[src/hdl/pipePkg.sv]
// **************************************************************************
// pipeline internals shared by the stages
// control bundle, ALU operation codes and fetch FSM states
// **************************************************************************
`default_nettype none

package pipePkg;

	// ALU operation select
	typedef logic [2:0] aluOpT;

	// passA forwards operand A untouched, used by LBI and the JAL link
	localparam aluOpT aluPassA = 3'd0;
	localparam aluOpT aluAdd   = 3'd1;
	localparam aluOpT aluSub   = 3'd2;
	localparam aluOpT aluXor   = 3'd3;
	localparam aluOpT aluAnd   = 3'd4;

	// control carried from decode into execute
	typedef struct packed {
		logic  regWrite;
		aluOpT aluOp;
		// operand B from the immediate instead of rt
		logic  useImm;
		logic  isHalt;
	} ctrlT;

	// fetch issues until a HALT is decoded
	typedef enum logic {
		fetchRun,
		fetchHalted
	} fetchStateT;

endpackage

`default_nettype wire

[src/hdl/isaPkg.sv]
// **************************************************************************
// instruction set of the 16-bit eight-register core
// word and register widths, opcodes, ALU function codes, field positions
// **************************************************************************
`default_nettype none

package isaPkg;

	// architectural widths
	typedef logic [15:0] instrT;
	typedef logic [15:0] pcT;
	typedef logic [15:0] dataT;
	typedef logic [2:0]  regIdxT;
	typedef logic [4:0]  opcodeT;
	typedef logic [1:0]  funcT;

	localparam int numRegs = 8;

	// byte address, two bytes per instruction
	localparam pcT pcStep = 16'd2;

	// opcodes, top five bits of the word
	localparam opcodeT opHalt = 5'b00000;
	localparam opcodeT opNop  = 5'b00001;
	localparam opcodeT opJ    = 5'b00100;
	localparam opcodeT opJr   = 5'b00101;
	localparam opcodeT opJal  = 5'b00110;
	localparam opcodeT opAddi = 5'b01000;
	localparam opcodeT opBeqz = 5'b01100;
	localparam opcodeT opBnez = 5'b01101;
	localparam opcodeT opLbi  = 5'b11000;
	localparam opcodeT opAlu  = 5'b11011;

	// function field of opAlu
	localparam funcT funcAdd = 2'b00;
	localparam funcT funcSub = 2'b01;
	localparam funcT funcXor = 2'b10;
	localparam funcT funcAnd = 2'b11;

	// field positions, all immediates start at bit 0
	localparam int opMsb     = 15;
	localparam int opLsb     = 11;
	localparam int rsMsb     = 10;
	localparam int rsLsb     = 8;
	// rt in R-format, rd in I-format
	localparam int rtMsb     = 7;
	localparam int rtLsb     = 5;
	localparam int rdMsb     = 4;
	localparam int rdLsb     = 2;
	localparam int funcMsb   = 1;
	localparam int funcLsb   = 0;
	localparam int imm5Msb   = 4;
	localparam int imm8Msb   = 7;
	localparam int disp11Msb = 10;

	// JAL writes its return address here
	localparam regIdxT linkReg = 3'd7;

endpackage

`default_nettype wire
[src/hdl/decodeExecIf.sv]
// **************************************************************************
// decode to execute link of the core pipeline
// operands and control go forward, writeback result and stall come back
// **************************************************************************
`timescale 1ns/1ps
`default_nettype none

interface decodeExecIf;

	import isaPkg::*;
	import pipePkg::*;

	// forward path, sampled by execute when not stalled
	logic   valid;
	ctrlT   ctrl;
	dataT   opA;
	dataT   opB;
	regIdxT destReg;
	pcT     pc;

	// result of the instruction now in execute, same cycle
	logic   wbEn;
	regIdxT wbReg;
	dataT   wbData;

	// execute holds a writer but has no retire credit
	logic   stall;

	modport decode (
		output valid,
		output ctrl,
		output opA,
		output opB,
		output destReg,
		output pc,
		input  wbEn,
		input  wbReg,
		input  wbData,
		input  stall
	);

	modport execute (
		input  valid,
		input  ctrl,
		input  opA,
		input  opB,
		input  destReg,
		input  pc,
		output wbEn,
		output wbReg,
		output wbData,
		output stall
	);

endinterface

`default_nettype wire

[src/hdl/cpuCore.sv]
// **************************************************************************
// top level of the three-stage core
// external instruction memory in, retire stream with credit return out
// **************************************************************************
`timescale 1ns/1ps
`default_nettype none

module cpuCore #(
	parameter int RetireCredits = 4
) (
	input  logic           clk,
	input  logic           rstN,
	input  isaPkg::instrT  imemData,
	input  logic           creditReturn,
	output isaPkg::pcT     imemAddr,
	output logic           retireValid,
	output isaPkg::regIdxT retireReg,
	output isaPkg::dataT   retireData,
	output isaPkg::pcT     retirePc,
	output logic           halted
);

	import isaPkg::*;

	// fetch to decode
	instrT fdInstr;
	pcT    fdPc;
	logic  fdValid;

	// decode back to fetch
	logic  redirect;
	pcT    target;
	logic  haltSeen;

	decodeExecIf deIf ();

	fetchStage fetch (
		.clk        (clk),
		.rstN       (rstN),
		.imemData   (imemData),
		.stall      (deIf.stall),
		.redirect   (redirect),
		.target     (target),
		.haltSeen   (haltSeen),
		.imemAddr   (imemAddr),
		.instr      (fdInstr),
		.pc         (fdPc),
		.instrValid (fdValid)
	);

	decodeStage decode (
		.clk        (clk),
		.rstN       (rstN),
		.instr      (fdInstr),
		.pc         (fdPc),
		.instrValid (fdValid),
		.redirect   (redirect),
		.target     (target),
		.haltSeen   (haltSeen),
		.exec       (deIf.decode)
	);

	executeStage #(
		.RetireCredits (RetireCredits)
	) execute (
		.clk          (clk),
		.rstN         (rstN),
		.creditReturn (creditReturn),
		.dec          (deIf.execute),
		.retireValid  (retireValid),
		.retireReg    (retireReg),
		.retireData   (retireData),
		.retirePc     (retirePc),
		.halted       (halted)
	);

endmodule

`default_nettype wire

[src/hdl/executeStage.sv]
// **************************************************************************
// execute and writeback stage with the credit-controlled retire port
// a writer without credit holds here and stalls the whole pipeline
// **************************************************************************
`timescale 1ns/1ps
`default_nettype none

module executeStage #(
	parameter int RetireCredits = 4
) (
	input  logic           clk,
	input  logic           rstN,
	input  logic           creditReturn,
	decodeExecIf.execute   dec,
	output logic           retireValid,
	output isaPkg::regIdxT retireReg,
	output isaPkg::dataT   retireData,
	output isaPkg::pcT     retirePc,
	output logic           halted
);

	import isaPkg::*;
	import pipePkg::*;

	localparam int CreditW = $clog2(RetireCredits + 1);

	typedef logic [CreditW-1:0] creditCntT;

	creditCntT credits;
	logic      exValid;
	ctrlT      exCtrl;
	dataT      exOpA;
	dataT      exOpB;
	regIdxT    exDest;
	pcT        exPc;
	dataT      aluResult;
	logic      wantsRetire;
	logic      stall;

	// decode to execute register
	always_ff @(posedge clk or negedge rstN) begin
		if (!rstN) begin
			exValid <= 1'b0;
		end else if (!stall) begin
			exValid <= dec.valid;
		end
	end

	always_ff @(posedge clk) begin
		if (!stall) begin
			exCtrl <= dec.ctrl;
			exOpA  <= dec.opA;
			exOpB  <= dec.opB;
			exDest <= dec.destReg;
			exPc   <= dec.pc;
		end
	end

	// ALU, sub is rs minus rt
	always_comb begin
		case (exCtrl.aluOp)
			aluPassA: aluResult = exOpA;
			aluAdd:   aluResult = exOpA + exOpB;
			aluSub:   aluResult = exOpA - exOpB;
			aluXor:   aluResult = exOpA ^ exOpB;
			aluAnd:   aluResult = exOpA & exOpB;
			default:  aluResult = '0;
		endcase
	end

	// every register write needs one credit
	assign wantsRetire = exValid && exCtrl.regWrite;
	assign stall       = wantsRetire && credits == '0;
	assign retireValid = wantsRetire && credits != '0;

	assign retireReg  = exDest;
	assign retireData = aluResult;
	assign retirePc   = exPc;

	// writeback and forwarding source for decode
	assign dec.wbEn   = retireValid;
	assign dec.wbReg  = exDest;
	assign dec.wbData = aluResult;
	assign dec.stall  = stall;

	// credit counter
	always_ff @(posedge clk or negedge rstN) begin
		if (!rstN) begin
			credits <= creditCntT'(RetireCredits);
		end else begin
			case ({retireValid, creditReturn})
				2'b10:   credits <= credits - creditCntT'(1);
				2'b01:   credits <= credits + creditCntT'(1);
				default: credits <= credits;
			endcase
		end
	end

	// sticky, set as HALT leaves execute
	always_ff @(posedge clk or negedge rstN) begin
		if (!rstN) begin
			halted <= 1'b0;
		end else if (exValid && exCtrl.isHalt && !stall) begin
			halted <= 1'b1;
		end
	end

endmodule

`default_nettype wire

[src/hdl/decodeStage.sv]
// **************************************************************************
// decode stage, control decode and operand read for execute
// resolves branches and jumps here, redirecting fetch in the same cycle
// **************************************************************************
`timescale 1ns/1ps
`default_nettype none

module decodeStage (
	input  logic          clk,
	input  logic          rstN,
	input  isaPkg::instrT instr,
	input  isaPkg::pcT    pc,
	input  logic          instrValid,
	output logic          redirect,
	output isaPkg::pcT    target,
	output logic          haltSeen,
	decodeExecIf.decode   exec
);

	import isaPkg::*;
	import pipePkg::*;

	opcodeT opcode;
	funcT   func;
	regIdxT rsSel;
	regIdxT rtSel;
	dataT   rsVal;
	dataT   rtVal;
	dataT   imm5Ext;
	dataT   imm8Ext;
	dataT   disp11Ext;
	pcT     pcNext;
	ctrlT   ctrl;
	regIdxT destReg;
	logic   taken;

	assign opcode = instr[opMsb:opLsb];
	assign func   = instr[funcMsb:funcLsb];
	assign rsSel  = instr[rsMsb:rsLsb];
	assign rtSel  = instr[rtMsb:rtLsb];

	// sign extended immediates of each format
	assign imm5Ext   = dataT'($signed(instr[imm5Msb:0]));
	assign imm8Ext   = dataT'($signed(instr[imm8Msb:0]));
	assign disp11Ext = dataT'($signed(instr[disp11Msb:0]));

	// branches and jumps are relative to the next sequential PC
	assign pcNext = pc + pcStep;

	// execute result drives the write port, its bypass forwards to both reads
	regFile rf (
		.clk     (clk),
		.rstN    (rstN),
		.rdSel1  (rsSel),
		.rdSel2  (rtSel),
		.wrEn    (exec.wbEn),
		.wrSel   (exec.wbReg),
		.wrData  (exec.wbData),
		.rdData1 (rsVal),
		.rdData2 (rtVal)
	);

	// control decode
	always_comb begin
		ctrl    = '0;
		// I-format rd sits in the rt slot
		destReg = rtSel;
		case (opcode)
			opHalt: begin
				ctrl.isHalt = 1'b1;
			end
			opAddi: begin
				ctrl.regWrite = 1'b1;
				ctrl.aluOp    = aluAdd;
				ctrl.useImm   = 1'b1;
			end
			opLbi: begin
				// LBI loads into rs
				ctrl.regWrite = 1'b1;
				ctrl.aluOp    = aluPassA;
				destReg       = rsSel;
			end
			opAlu: begin
				ctrl.regWrite = 1'b1;
				destReg       = instr[rdMsb:rdLsb];
				case (func)
					funcAdd: ctrl.aluOp = aluAdd;
					funcSub: ctrl.aluOp = aluSub;
					funcXor: ctrl.aluOp = aluXor;
					funcAnd: ctrl.aluOp = aluAnd;
					default: ctrl.aluOp = aluAdd;
				endcase
			end
			opJal: begin
				ctrl.regWrite = 1'b1;
				ctrl.aluOp    = aluPassA;
				destReg       = linkReg;
			end
			// NOP, branches, J, JR and unknown codes write nothing
			default: begin
				ctrl = '0;
			end
		endcase
	end

	// branch and jump resolution
	always_comb begin
		taken  = 1'b0;
		target = pcNext + imm8Ext;
		case (opcode)
			opBeqz: taken = (rsVal == '0);
			opBnez: taken = (rsVal != '0);
			opJ, opJal: begin
				taken  = 1'b1;
				target = pcNext + disp11Ext;
			end
			opJr: begin
				taken  = 1'b1;
				target = rsVal + imm8Ext;
			end
			default: taken = 1'b0;
		endcase
	end

	// only act when the pipeline moves
	assign redirect = instrValid && taken && !exec.stall;
	assign haltSeen = instrValid && opcode == opHalt && !exec.stall;

	// operand A is the link for JAL, the byte for LBI, else rs
	assign exec.opA     = (opcode == opJal) ? pcNext :
	                      (opcode == opLbi) ? imm8Ext : rsVal;
	assign exec.opB     = ctrl.useImm ? imm5Ext : rtVal;
	assign exec.valid   = instrValid;
	assign exec.ctrl    = ctrl;
	assign exec.destReg = destReg;
	assign exec.pc      = pc;

endmodule

`default_nettype wire

[src/hdl/fetchStage.sv]
// **************************************************************************
// fetch stage, owns the PC and the instruction register
// steps by one word, follows decode redirects, stops after a HALT
// **************************************************************************
`timescale 1ns/1ps
`default_nettype none

module fetchStage (
	input  logic          clk,
	input  logic          rstN,
	input  isaPkg::instrT imemData,
	input  logic          stall,
	input  logic          redirect,
	input  isaPkg::pcT    target,
	input  logic          haltSeen,
	output isaPkg::pcT    imemAddr,
	output isaPkg::instrT instr,
	output isaPkg::pcT    pc,
	output logic          instrValid
);

	import isaPkg::*;
	import pipePkg::*;

	fetchStateT state;
	pcT         pcReg;

	// instruction memory reads combinationally at the PC
	assign imemAddr = pcReg;

	always_ff @(posedge clk or negedge rstN) begin
		if (!rstN) begin
			state      <= fetchRun;
			pcReg      <= '0;
			instrValid <= 1'b0;
		end else if (!stall) begin
			if (redirect) begin
				// word fetched this cycle is wrong path, kill it
				pcReg      <= target;
				instrValid <= 1'b0;
			end else if (haltSeen || state == fetchHalted) begin
				// freeze the PC, issue only bubbles from now on
				state      <= fetchHalted;
				instrValid <= 1'b0;
			end else begin
				pcReg      <= pcReg + pcStep;
				instrValid <= 1'b1;
			end
		end
	end

	// payload only, qualified by instrValid
	always_ff @(posedge clk) begin
		if (!stall) begin
			instr <= imemData;
			pc    <= pcReg;
		end
	end

endmodule

`default_nettype wire

[src/hdl/regFile.sv]
// **************************************************************************
// eight 16-bit registers, two read ports and one write port
// a read of the register written this cycle sees the new value
// **************************************************************************
`timescale 1ns/1ps
`default_nettype none

module regFile (
	input  logic           clk,
	input  logic           rstN,
	input  isaPkg::regIdxT rdSel1,
	input  isaPkg::regIdxT rdSel2,
	input  logic           wrEn,
	input  isaPkg::regIdxT wrSel,
	input  isaPkg::dataT   wrData,
	output isaPkg::dataT   rdData1,
	output isaPkg::dataT   rdData2
);

	import isaPkg::*;

	dataT regs [numRegs];

	always_ff @(posedge clk or negedge rstN) begin
		if (!rstN) begin
			for (int i = 0; i < numRegs; i++) begin
				regs[i] <= '0;
			end
		end else if (wrEn) begin
			regs[wrSel] <= wrData;
		end
	end

	// write-to-read bypass
	assign rdData1 = (wrEn && wrSel == rdSel1) ? wrData : regs[rdSel1];
	assign rdData2 = (wrEn && wrSel == rdSel2) ? wrData : regs[rdSel2];

endmodule

`default_nettype wire

[config.mk]
export PLATFORM = sky130hd
export DESIGN_NAME = cpuCore
export DESIGN_NICKNAME = d
export VERILOG_FILES = /design/src/hdl/pipePkg.sv /design/src/hdl/isaPkg.sv /design/src/hdl/decodeExecIf.sv /design/src/hdl/cpuCore.sv /design/src/hdl/executeStage.sv /design/src/hdl/decodeStage.sv /design/src/hdl/fetchStage.sv /design/src/hdl/regFile.sv
export SDC_FILE = /design/constraint.sdc
export NUM_CORES = 1
export LEC_CHECK = 0
export BUFFER_PORTS_ARGS = -buffer_cell sky130_fd_sc_hd__buf_2
export CORE_UTILIZATION = 25
export DETAILED_ROUTE_END_ITERATION = 16
export GPL_TIMING_DRIVEN = 0
export PLACE_DENSITY = 0.39
export SYNTH_ARGS = -nofsm -noshare
export SYNTH_HDL_FRONTEND = slang
export SYNTH_HIERARCHICAL = 1
export SYNTH_SLANG_ARGS = --single-unit
[constraint.sdc]
create_clock -name clk -period 8.55 [get_ports clk]
set_input_delay 0.855 -clock clk [delete_from_list [all_inputs] [get_ports clk]]
set_output_delay 0.855 -clock clk [all_outputs]
set_load 0.01 [all_outputs]
# After elaboration in Yosys (flattened, before gate mapping)
# Cells that the tools add are included.
[classes]
n_addsub = 9
magnitude_cmp = 4
n_eq_ne = 20
muxes = 27
n_bitwise = 7
reduce_logical = 27
[op_table]
columns = ["op", "count"]
rows = [
  ["$mux W16", 12],
  ["$bwmux W128", 1],
  ["$bmux W16 S3", 2],
  ["$pmux W16 S5", 1],
  ["$add A16 B16 Y16", 4],
  ["$demux W16 S3", 1],
  ["$add A16 B2 Y16 const B", 2],
  ["$pmux W16 S2", 1],
  ["$and A16 B16 Y16", 1],
  ["$logic_not A16 Y1", 1],
  ["$reduce_bool A16 Y1", 1],
  ["$sub A16 B16 Y16", 1],
  ["$xor A16 B16 Y16", 1],
  ["$eq A5 B3 Y1 const B", 3],
  ["$eq A5 B4 Y1 const B", 3],
  ["$ge A4 B4 Y1 const B", 3],
  ["$logic_and A1 B1 Y1", 12],
  ["$not A3 Y4", 3],
  ["$pmux W3 S4", 1],
  ["$pmux W4 S3", 1],
  ["$eq A5 B5 Y1 const B", 2],
  ["$pmux W3 S3", 1],
  ["$eq A2 B2 Y1 const B", 3],
  ["$eq A3 B2 Y1 const B", 2],
  ["other kinds (23)", 31],
]
[totals]
reg_bits = 239

# Longest topological paths before layout
# Gate-level depths: netlist of run 1.
[logic_depth]
ltp_word = 11
depth_mapped = 28
mapped_depth_nobuf = 25

# Cells and area by module
# Netlist of run 1, hierarchy kept.
[by_module_without_submodules]
columns = ["mod", "instances", "cells_each", "area_each_um2", "seq_area_each_um2"]
rows = [
  ["regFile", 1, 452, 7508.5, 3203.1],
  ["executeStage", 1, 336, 3821.2, 1808.0],
  ["decodeStage", 1, 427, 2875.3, 0.0],
  ["fetchStage", 1, 160, 2128.3, 1411.4],
]

# Worst setup path after synthesis of run 1
# Ideal clock, no wire load.
[synth_path]
kind = "register to register"
startpoint = "register execute/exCtrl[2] (netlist name)"
endpoint = "register fetch.pcReg[14], in the netlist fetch/imemAddr[14]"
setup_ps = 96
arrival_time_ps = 5193
path_slack_ps = 3262
path_stages_with_launch = 27
cell_sequence = "edfxtp_1 nand2b_1 or2_2 buf_6 nand2_1 o21ai_1 fa_1 nand2b_1 a21oi_1 nor2_1 xnor2_1 a2111oi_0 a211oi_1 buf_1 mux2_2 mux2_2 ha_1 o21ai_0 a21o_1 a31o_2 o22ai_1 o41ai_2 xor2_1 o21ai_0 nand3b_1 o21ai_0 a311oi_2"
[synth_lines]
columns = ["item", "line", "source"]
rows = [
  ["start, declared", "executeStage.sv:31", "ctrlT exCtrl;"],
  ["start signal, assigned", "executeStage.sv:51", "exCtrl <= dec.ctrl;"],
  ["$eq A3 B3 Y1 (tied with other cells)", "executeStage.sv:61", "case (exCtrl.aluOp)"],
  ["$pmux W16 S5 *", "executeStage.sv:61", ""],
  ["net deIf.wbData[6]", "decodeExecIf.sv:24", "dataT wbData;"],
  ["$mux W16 *", "regFile.sv:35", "assign rdData1 = (wrEn && wrSel == rdSel1) ? wrData : regs[rdSel1];"],
  ["net decode.rsVal[6]", "decodeStage.sv:27", "dataT rsVal;"],
  ["$add A16 B16 Y16 *", "decodeStage.sv:119", "target = rsVal + imm8Ext;"],
  ["$pmux W16 S2 *", "decodeStage.sv:110", "case (opcode)"],
  ["net target[14]", "cpuCore.sv:32", "pcT target;"],
  ["$mux W16 *", "fetchStage.sv:37", "if (redirect) begin"],
  ["end signal, assigned", "fetchStage.sv:39", "pcReg <= target;"],
  ["end signal, assigned", "fetchStage.sv:46", "pcReg <= pcReg + pcStep;"],
  ["end, declared", "fetchStage.sv:26", "pcT pcReg;"],
]
# Mark *: on every way through the listed nets, which the timed path passes. The rest lies on a longest branch.
# A chain may end at the register's enable or synchronous reset.

# Worst setup path after layout of run 1
[layout_path]
startpoint = "register execute.exOpB[5]"
endpoint = "register fetch.pcReg[13], in the netlist fetch/imemAddr[13]"
[layout_between]
elab_chain_cells = 9
[layout_lines]
columns = ["item", "line", "source"]
rows = [
  ["start, declared", "executeStage.sv:33", "dataT exOpB;"],
  ["start signal, assigned", "executeStage.sv:53", "exOpB <= dec.opB;"],
  ["$sub A16 B16 Y16 / $add A16 B16 Y16 (equally long branches)", "executeStage.sv:64, executeStage.sv:63", ""],
  ["$pmux W16 S5 *", "executeStage.sv:61", ""],
  ["net deIf.wbData[14]", "decodeExecIf.sv:24", ""],
  ["$mux W16 *", "regFile.sv:35", ""],
  ["net decode.rsVal[14]", "decodeStage.sv:27", ""],
  ["$reduce_bool A16 Y1 / $logic_not A16 Y1 (equally long branches)", "decodeStage.sv:112, decodeStage.sv:111", ""],
  ["$pmux W1 S3 *", "decodeStage.sv:110", ""],
  ["$logic_and A1 B1 Y1 * (2 in a row)", "decodeStage.sv:126", "assign redirect = instrValid && taken && !exec.stall;"],
  ["net redirect", "cpuCore.sv:31", "logic redirect;"],
  ["$ne A2 B1 Y1 (no line)", "n/a", ""],
  ["$reduce_and A2 Y1 (no line)", "n/a", ""],
]
# Marked as above.

==> results.cfg, run 1 <==
[status]
status = finished clean

[setup_path]
path_cells = nor4_1 -> nand3_1 -> o21ai_0 -> xor2_1 -> ha_1 -> a21oi_1 -> o21ai_0 -> a21oi_1 -> nor3_1 -> a221oi_1 -> nand2_1 -> buf_1 -> mux2_2 -> nor4_1 -> nand4_1 -> o21ai_0 -> a21oi_1 -> nor3_1 -> buf_2 -> buf_2 -> nand2_1 -> o22ai_1 -> nor3_2
reg2reg_from = execute/exOpB[5]
startpoint = execute/exOpB[5]
regToRegEndpoint = fetch/imemAddr[13]
critPathKind = flop to flop
critPathMaxStageDelay_ps = 590
crit_path_end_kind = flop
slowest_stage = nor4_1
worstPathMaxFanout = 10
cp-start-kind = flop
cp_data_required_time_ps = 9000
ff2ff_path_depth = 23
r2r_setup_slack_ps = 1910
critPathArrivalTime_ps = 7090

[finish]
n_antenna_cell = 0
nets = 1574
area.growth.synth_to_final_pct = 15.0
drive_gt1_frac = 0.300

[cts]
numCtsBuffers = 30
cts_root_buffer = clkbuf_16
insertion_delay_ps = 600
cts_tree = built
cts_resized = 0
holdBufCountCts = 0
clockBufferDepth = 3
cts.htree.levels = 1
post_cts_buffers = 0
cts_sinks = 239
path_clk_slew_ps = 70

[synth]
synth_edf_count = 88
synth.largest_area_cell = dfrtp_1
synthSimpleGateAreaFrac = 0.0977
syn_area_um2 = 16300
synthFlopType = dfrtp_1
synth_cell_type_count = 92
synth_common_cells = 199 x mux2_2, 150 x dfrtp_1, 93 x nand2_1
yosysMostFrequentCell = mux2_2
synth-seq-area-share = 0.393
synthXorXnorAreaFrac = 0.0396
ys_top_cells_by_area = dfrtp_1 23%, edfxtp_1 16%, mux2_2 14%
synth_compound_gate_area_share = 0.0960
yosys.area.top_type_share = 0.230
synth_mux_area_frac = 0.261
ys_warn_count = 6
syn_avg_cell_area_um2 = 11.9
yosys_register_bits = 239
async_flop_share = 0.632
syn-num-nets = 1470
synthAdderAreaFrac = 0.0601
postSynthCellCount = 1375
synth_top_family_by_area = multiplexers

[timing]
worstMarginPinSlew_ps = 1250
clock.fmax_mhz = 151
maxSlewHeadroom = 0.159
fin_skew_ps = 31.6
period_minus_slack_ps = 6640
rsz0062_at_grt = false
setup_viol = 0
setup_tns_ps = 0
setup_slack_ps = 1910
finalCritPeriodShare = 0.777
hold_violations = 0
slew_violations = 0

[power_and_ir_drop]
powerDensity_nw_per_um2 = 358
ir_drop_uv = 157
p_leak_nw = 8.60

[min_path]
hp-class = input port to asynchronous set/reset pin

[grt]
grt_max_degree = 106
grt-ovfl-total = 0
grt_pass1_vias = 11344
grt_pass1_wl_um = 78100
antenna_found_initial = 1
grtUsageTotal = 0.158

[placed_design]
place_congestion = 0.800
place_hpwl_um = 39300
pre_cts_slack_ps = 1850
io_buffers = 71

[die]
io_pins = 72
rows = 93
start_util = 0.253
core_um2 = 64500
die_area_um2 = 66400
chipWidth_um = 258
die_h_um = 258

[routing]
avgRoutedWirePerCell_um = 22.5
ant_nets = 0
drc = 0
drt_iter0_drc = 706
viasPerCell = 4.83
routed_wl_um = 53100
first_pass_iters = 5
vias = 11385

[job]
cap_viol_max_count = 0
==> cell usage in the layout, fill, tap and decap left out, drive strengths merged, types with 6 or more instances in the layout <==
master,n
or3,12
a21o,26
mux2,210
dfrtp,150
clkbuf,71
nand2,93
ha,72
a21oi,66
a31oi,14
inv,25
nand2b,18
xor2,28
a31o,7
nand3,29
buf,167
a22oi,8
mux2i,19
and3,10
o21ai,53
nand4,13
nor3,18
nor2b,7
xnor2,45
o31ai,6
nor4,7
clkinv,8
o221ai,7
nor2,68
edfxtp,88
mux4,64
==> worst max path at each step <==
stage | endpoint | slack (ps) | depth (start not counted)
2_1_floorplan | fetch/imemAddr[14] | 3260 | 26
3_3_place_gp | fetch/imemAddr[13] | 1810 | 23
3_5_place_dp | fetch/imemAddr[13] | 1850 | 23
4_1_cts | fetch/imemAddr[13] | 1790 | 23
5_1_grt | fetch/imemAddr[13] | 1290 | 23
6_report | fetch/imemAddr[13] | 1910 | 23
==> final cells by class <==
class / instances / area (µm²)
clock buffers: 42 / 847
fillers: 6662 / 45700
flip-flops and latches: 239 / 6420
plain buffers: 124 / 759
clock inverters: 12 / 128
multi-input cells: 986 / 9070
repair buffers: 72 / 393
inverters: 26 / 98.8
well taps: 855 / 1070
==> routing by layer <==
layer	routed length (µm)	vias to the layer above	track usage
met5	13	-	0
met4	1220	2	0.0399
met3	1620	49	0.0170
met2	24500	190	0.253
met1	25700	5731	0.226
li1	-	5413	-
==> stage by stage <==
step | power, mW | cell area, µm² | hold WS, ps | instances | utilization
floorplan | 4.38 | 16300 | 466 | 1375 | -
finish | 6.72 | 18800 | 158 | 2356 | 0.291
global placement | 5.47 | 17800 | 458 | 2301 | 0.275
global route | 7.23 | 18800 | 175 | 2356 | 0.291
CTS | 6.81 | 18800 | 176 | 2356 | 0.291
detailed placement | 5.49 | 17800 | 459 | 2302 | 0.276
==> cell families (layout without fill, tap and decap cells) <==
group | Yosys count | in the layout
AND/OR/NAND/NOR | 308 | 308
multiplexers | 293 | 293
flip-flops | 239 | 239
AO/OA/AOI/OAI | 236 | 236
buffers and inverters | 150 | 276
adder cells (fa/ha/maj) | 76 | 76
XOR/XNOR | 73 | 73
==> report_power, final <==
| group | total, mW | switching [mW] | leakage (nW) | internal (mW) |
|---|---|---|---|---|
| Sequential | 1.93 | 0.349 | 3.05 | 1.58 |
| Clock | 1.27 | 0.519 | 0.470 | 0.747 |
| Combinational | 3.53 | 1.94 | 5.08 | 1.58 |
==> registers in the layout, summed over array words and instances, names as in the netlist, 5 cells and up <==
signal	flops
fetch/instr	16
fetch/imemAddr	16
execute/exOpA	16
execute/exOpB	16
execute/retirePc	16
fetch/pc	16
decode/rf/regs	128
execute/exCtrl	5
==> critical path: cells and delay by family, from the launching register on <==
kind | cells | cell delay (ps)
buffers and inverters | 3 | 940
adder cells (fa/ha/maj) | 1 | 280
AO/OA/AOI/OAI | 8 | 1740
AND/OR/NAND/NOR | 9 | 2460
flip-flops | 1 | 510
multiplexers | 1 | 390
XOR/XNOR | 1 | 170
(Power assumes the default switching activity.)
==> run 2: changes to the inputs <==
clock period = 6.31 ns   (was 8.55 ns; I/O delays follow)
==> run 2 against run 1 <==
Net effect:
- register-to-register slack got worse by 1600 ps
- clock power rose by 35%
- first-iteration DRC count fell by 0.28%
- global-route usage barely moved
- clock skew rose by 1.3 ps
- wire length rose by 0.43%
==> results.cfg, run 2 (same netlist as run 1, synthesis figures left out) <==
[timing]
period_minus_slack_ps = 6030
worstMarginPinSlew_ps = 1000
clock.fmax_mhz = 166
finalCritPeriodShare = 0.956
setup_tns_ps = 0
slew_violations = 0
fin_skew_ps = 32.9
setup_viol = 0
maxSlewHeadroom = 0.331
hold_violations = 0

[routing]
drt_iter0_drc = 704
routed_wl_um = 53300
avgRoutedWirePerCell_um = 22.6
ant_nets = 0
vias = 11496
drc = 0
first_pass_iters = 5
viasPerCell = 4.88

[grt]
grtUsageTotal = 0.158
grt_pass1_vias = 11337
grt_max_degree = 106
grt-ovfl-total = 0
grt_pass1_wl_um = 78100
antenna_found_initial = 1

[finish]
final_cells = 2357
nets = 1575
n_antenna_cell = 0
final_common_cell = mux2_2
largest_reg_flops = 128
drive_gt1_frac = 0.318
area.growth.synth_to_final_pct = 15.8
final_cell_mix = 199 x mux2_2, 150 x dfrtp_1, 92 x buf_2, 92 x nand2_1, 88 x edfxtp_1
regMostFlops = decode/rf/regs
fin_util = 0.293
fillers = 6652

[setup_path]
slowest_stage = fa_1
critPathKind = flop to flop
ff2ff_path_depth = 27
critPathArrivalTime_ps = 6510
critPathMaxStageDelay_ps = 430
cpLargestDelayFamily = compound AO/OA/AOI/OAI gates
crit_cells = 27
crit_buf_inv = 3
cp_data_required_time_ps = 6790
startpoint = execute/exCtrl[3]
cp-start-kind = flop
reg2reg_from = execute/exCtrl[3]
crit_path_end_kind = flop
r2r_setup_slack_ps = 280
regToRegEndpoint = fetch/imemAddr[14]
worstPathMaxFanout = 10

[die]
start_util = 0.253
rows = 93
die_h_um = 258
chipWidth_um = 258
die_area_um2 = 66400
io_pins = 72
core_um2 = 64500

[job]
cap_viol_max_count = 0

[cts]
cts.htree.levels = 1
path_clk_slew_ps = 60
cts_tree = built
cts_root_buffer = clkbuf_16
insertion_delay_ps = 600
clockBufferDepth = 3
cts_sinks = 239
numCtsBuffers = 30

[placed_design]
place_congestion = 0.800
place_hpwl_um = 39300
dp.cells = 2302
io_buffers = 71

[status]
status = finished clean

[power_and_ir_drop]
p_comb_frac = 0.530
clockPowerShare = 0.186
ir_drop_uv = 216
p_sw_frac = 0.420
p_leak_nw = 8.66
seq_power_share = 0.283
powerDensity_nw_per_um2 = 488
switching_power_mw = 3.88
internal_power_mw = 5.35

[min_path]
hp-class = input port to flop
hold_start = imemData[10]
whs_endpoint = fetch/instr[10]
whs_path_depth = 1
[run 2: worst max-delay path by stage]
| stage | to | slack [ps] |
|---|---|---|
| finish | fetch/imemAddr[14] | 280 |
| global placement | fetch/imemAddr[13] | -430 |
| detailed placement | fetch/imemAddr[13] | -390 |
| CTS | fetch/imemAddr[13] | 3 |
| global route | fetch/imemAddr[14] | -3 |
| floorplan | fetch/imemAddr[14] | 1020 |
[run 2: cell type report]
class / instances / area, µm² / area share
repair buffers: 76 / 425 / 0.0225
flip-flops and latches: 239 / 6420 / 0.339
multi-input cells: 986 / 9170 / 0.485
plain buffers: 121 / 761 / 0.0402
clock buffers: 42 / 847 / 0.0448
inverters: 26 / 98.8 / 0.00522
well taps: 855 / 1070 / 0.0565
clock inverters: 12 / 128 / 0.00675
[run 2: layer usage]
layer  share of wire  global-route usage  routed length [µm]  up-vias
li1                -                   -                   -     5412
met1            0.48               0.226               25700     5808
met2            0.46               0.253               24700      228
met3           0.033              0.0170                1750       46
met4           0.022              0.0399                1170        2
met5         0.00019                   0                  10        -
[run 2: power groups by stage]
| stage | Combinational, mW | Sequential, mW | Clock (mW) |
|---|---|---|---|
| finish | 4.89 | 2.62 | 1.72 |
| detailed placement | 4.79 | 2.65 | 0 |
| global route | 5.36 | 2.70 | 1.84 |
| global placement | 4.78 | 2.63 | 0 |
| CTS | 4.84 | 2.62 | 1.79 |
| floorplan | 3.44 | 2.50 | 0 |
[run 2: through the flow]
| stage | total power [mW] | setup slack, ps | hold slack, ps | cell area (µm²) |
|---|---|---|---|---|
| 3_3_place_gp | 7.41 | -430 | 458 | 17800 |
| 4_1_cts | 9.25 | 3.06 | 200 | 18800 |
| 2_1_floorplan | 5.94 | 1020 | 335 | 16300 |
| 5_1_grt | 9.90 | -2.93 | 202 | 18900 |
| 3_5_place_dp | 7.44 | -386 | 459 | 17800 |
| 6_report | 9.23 | 278 | 234 | 18900 |
[run 2: timing repair]
item,CTS,global route
endpoints found under the setup margin,17,17
gates resized for setup,7,27
hold buffers,1,0
hold endpoints to repair,37,0
pin swaps,0,1
setup buffers,0,3
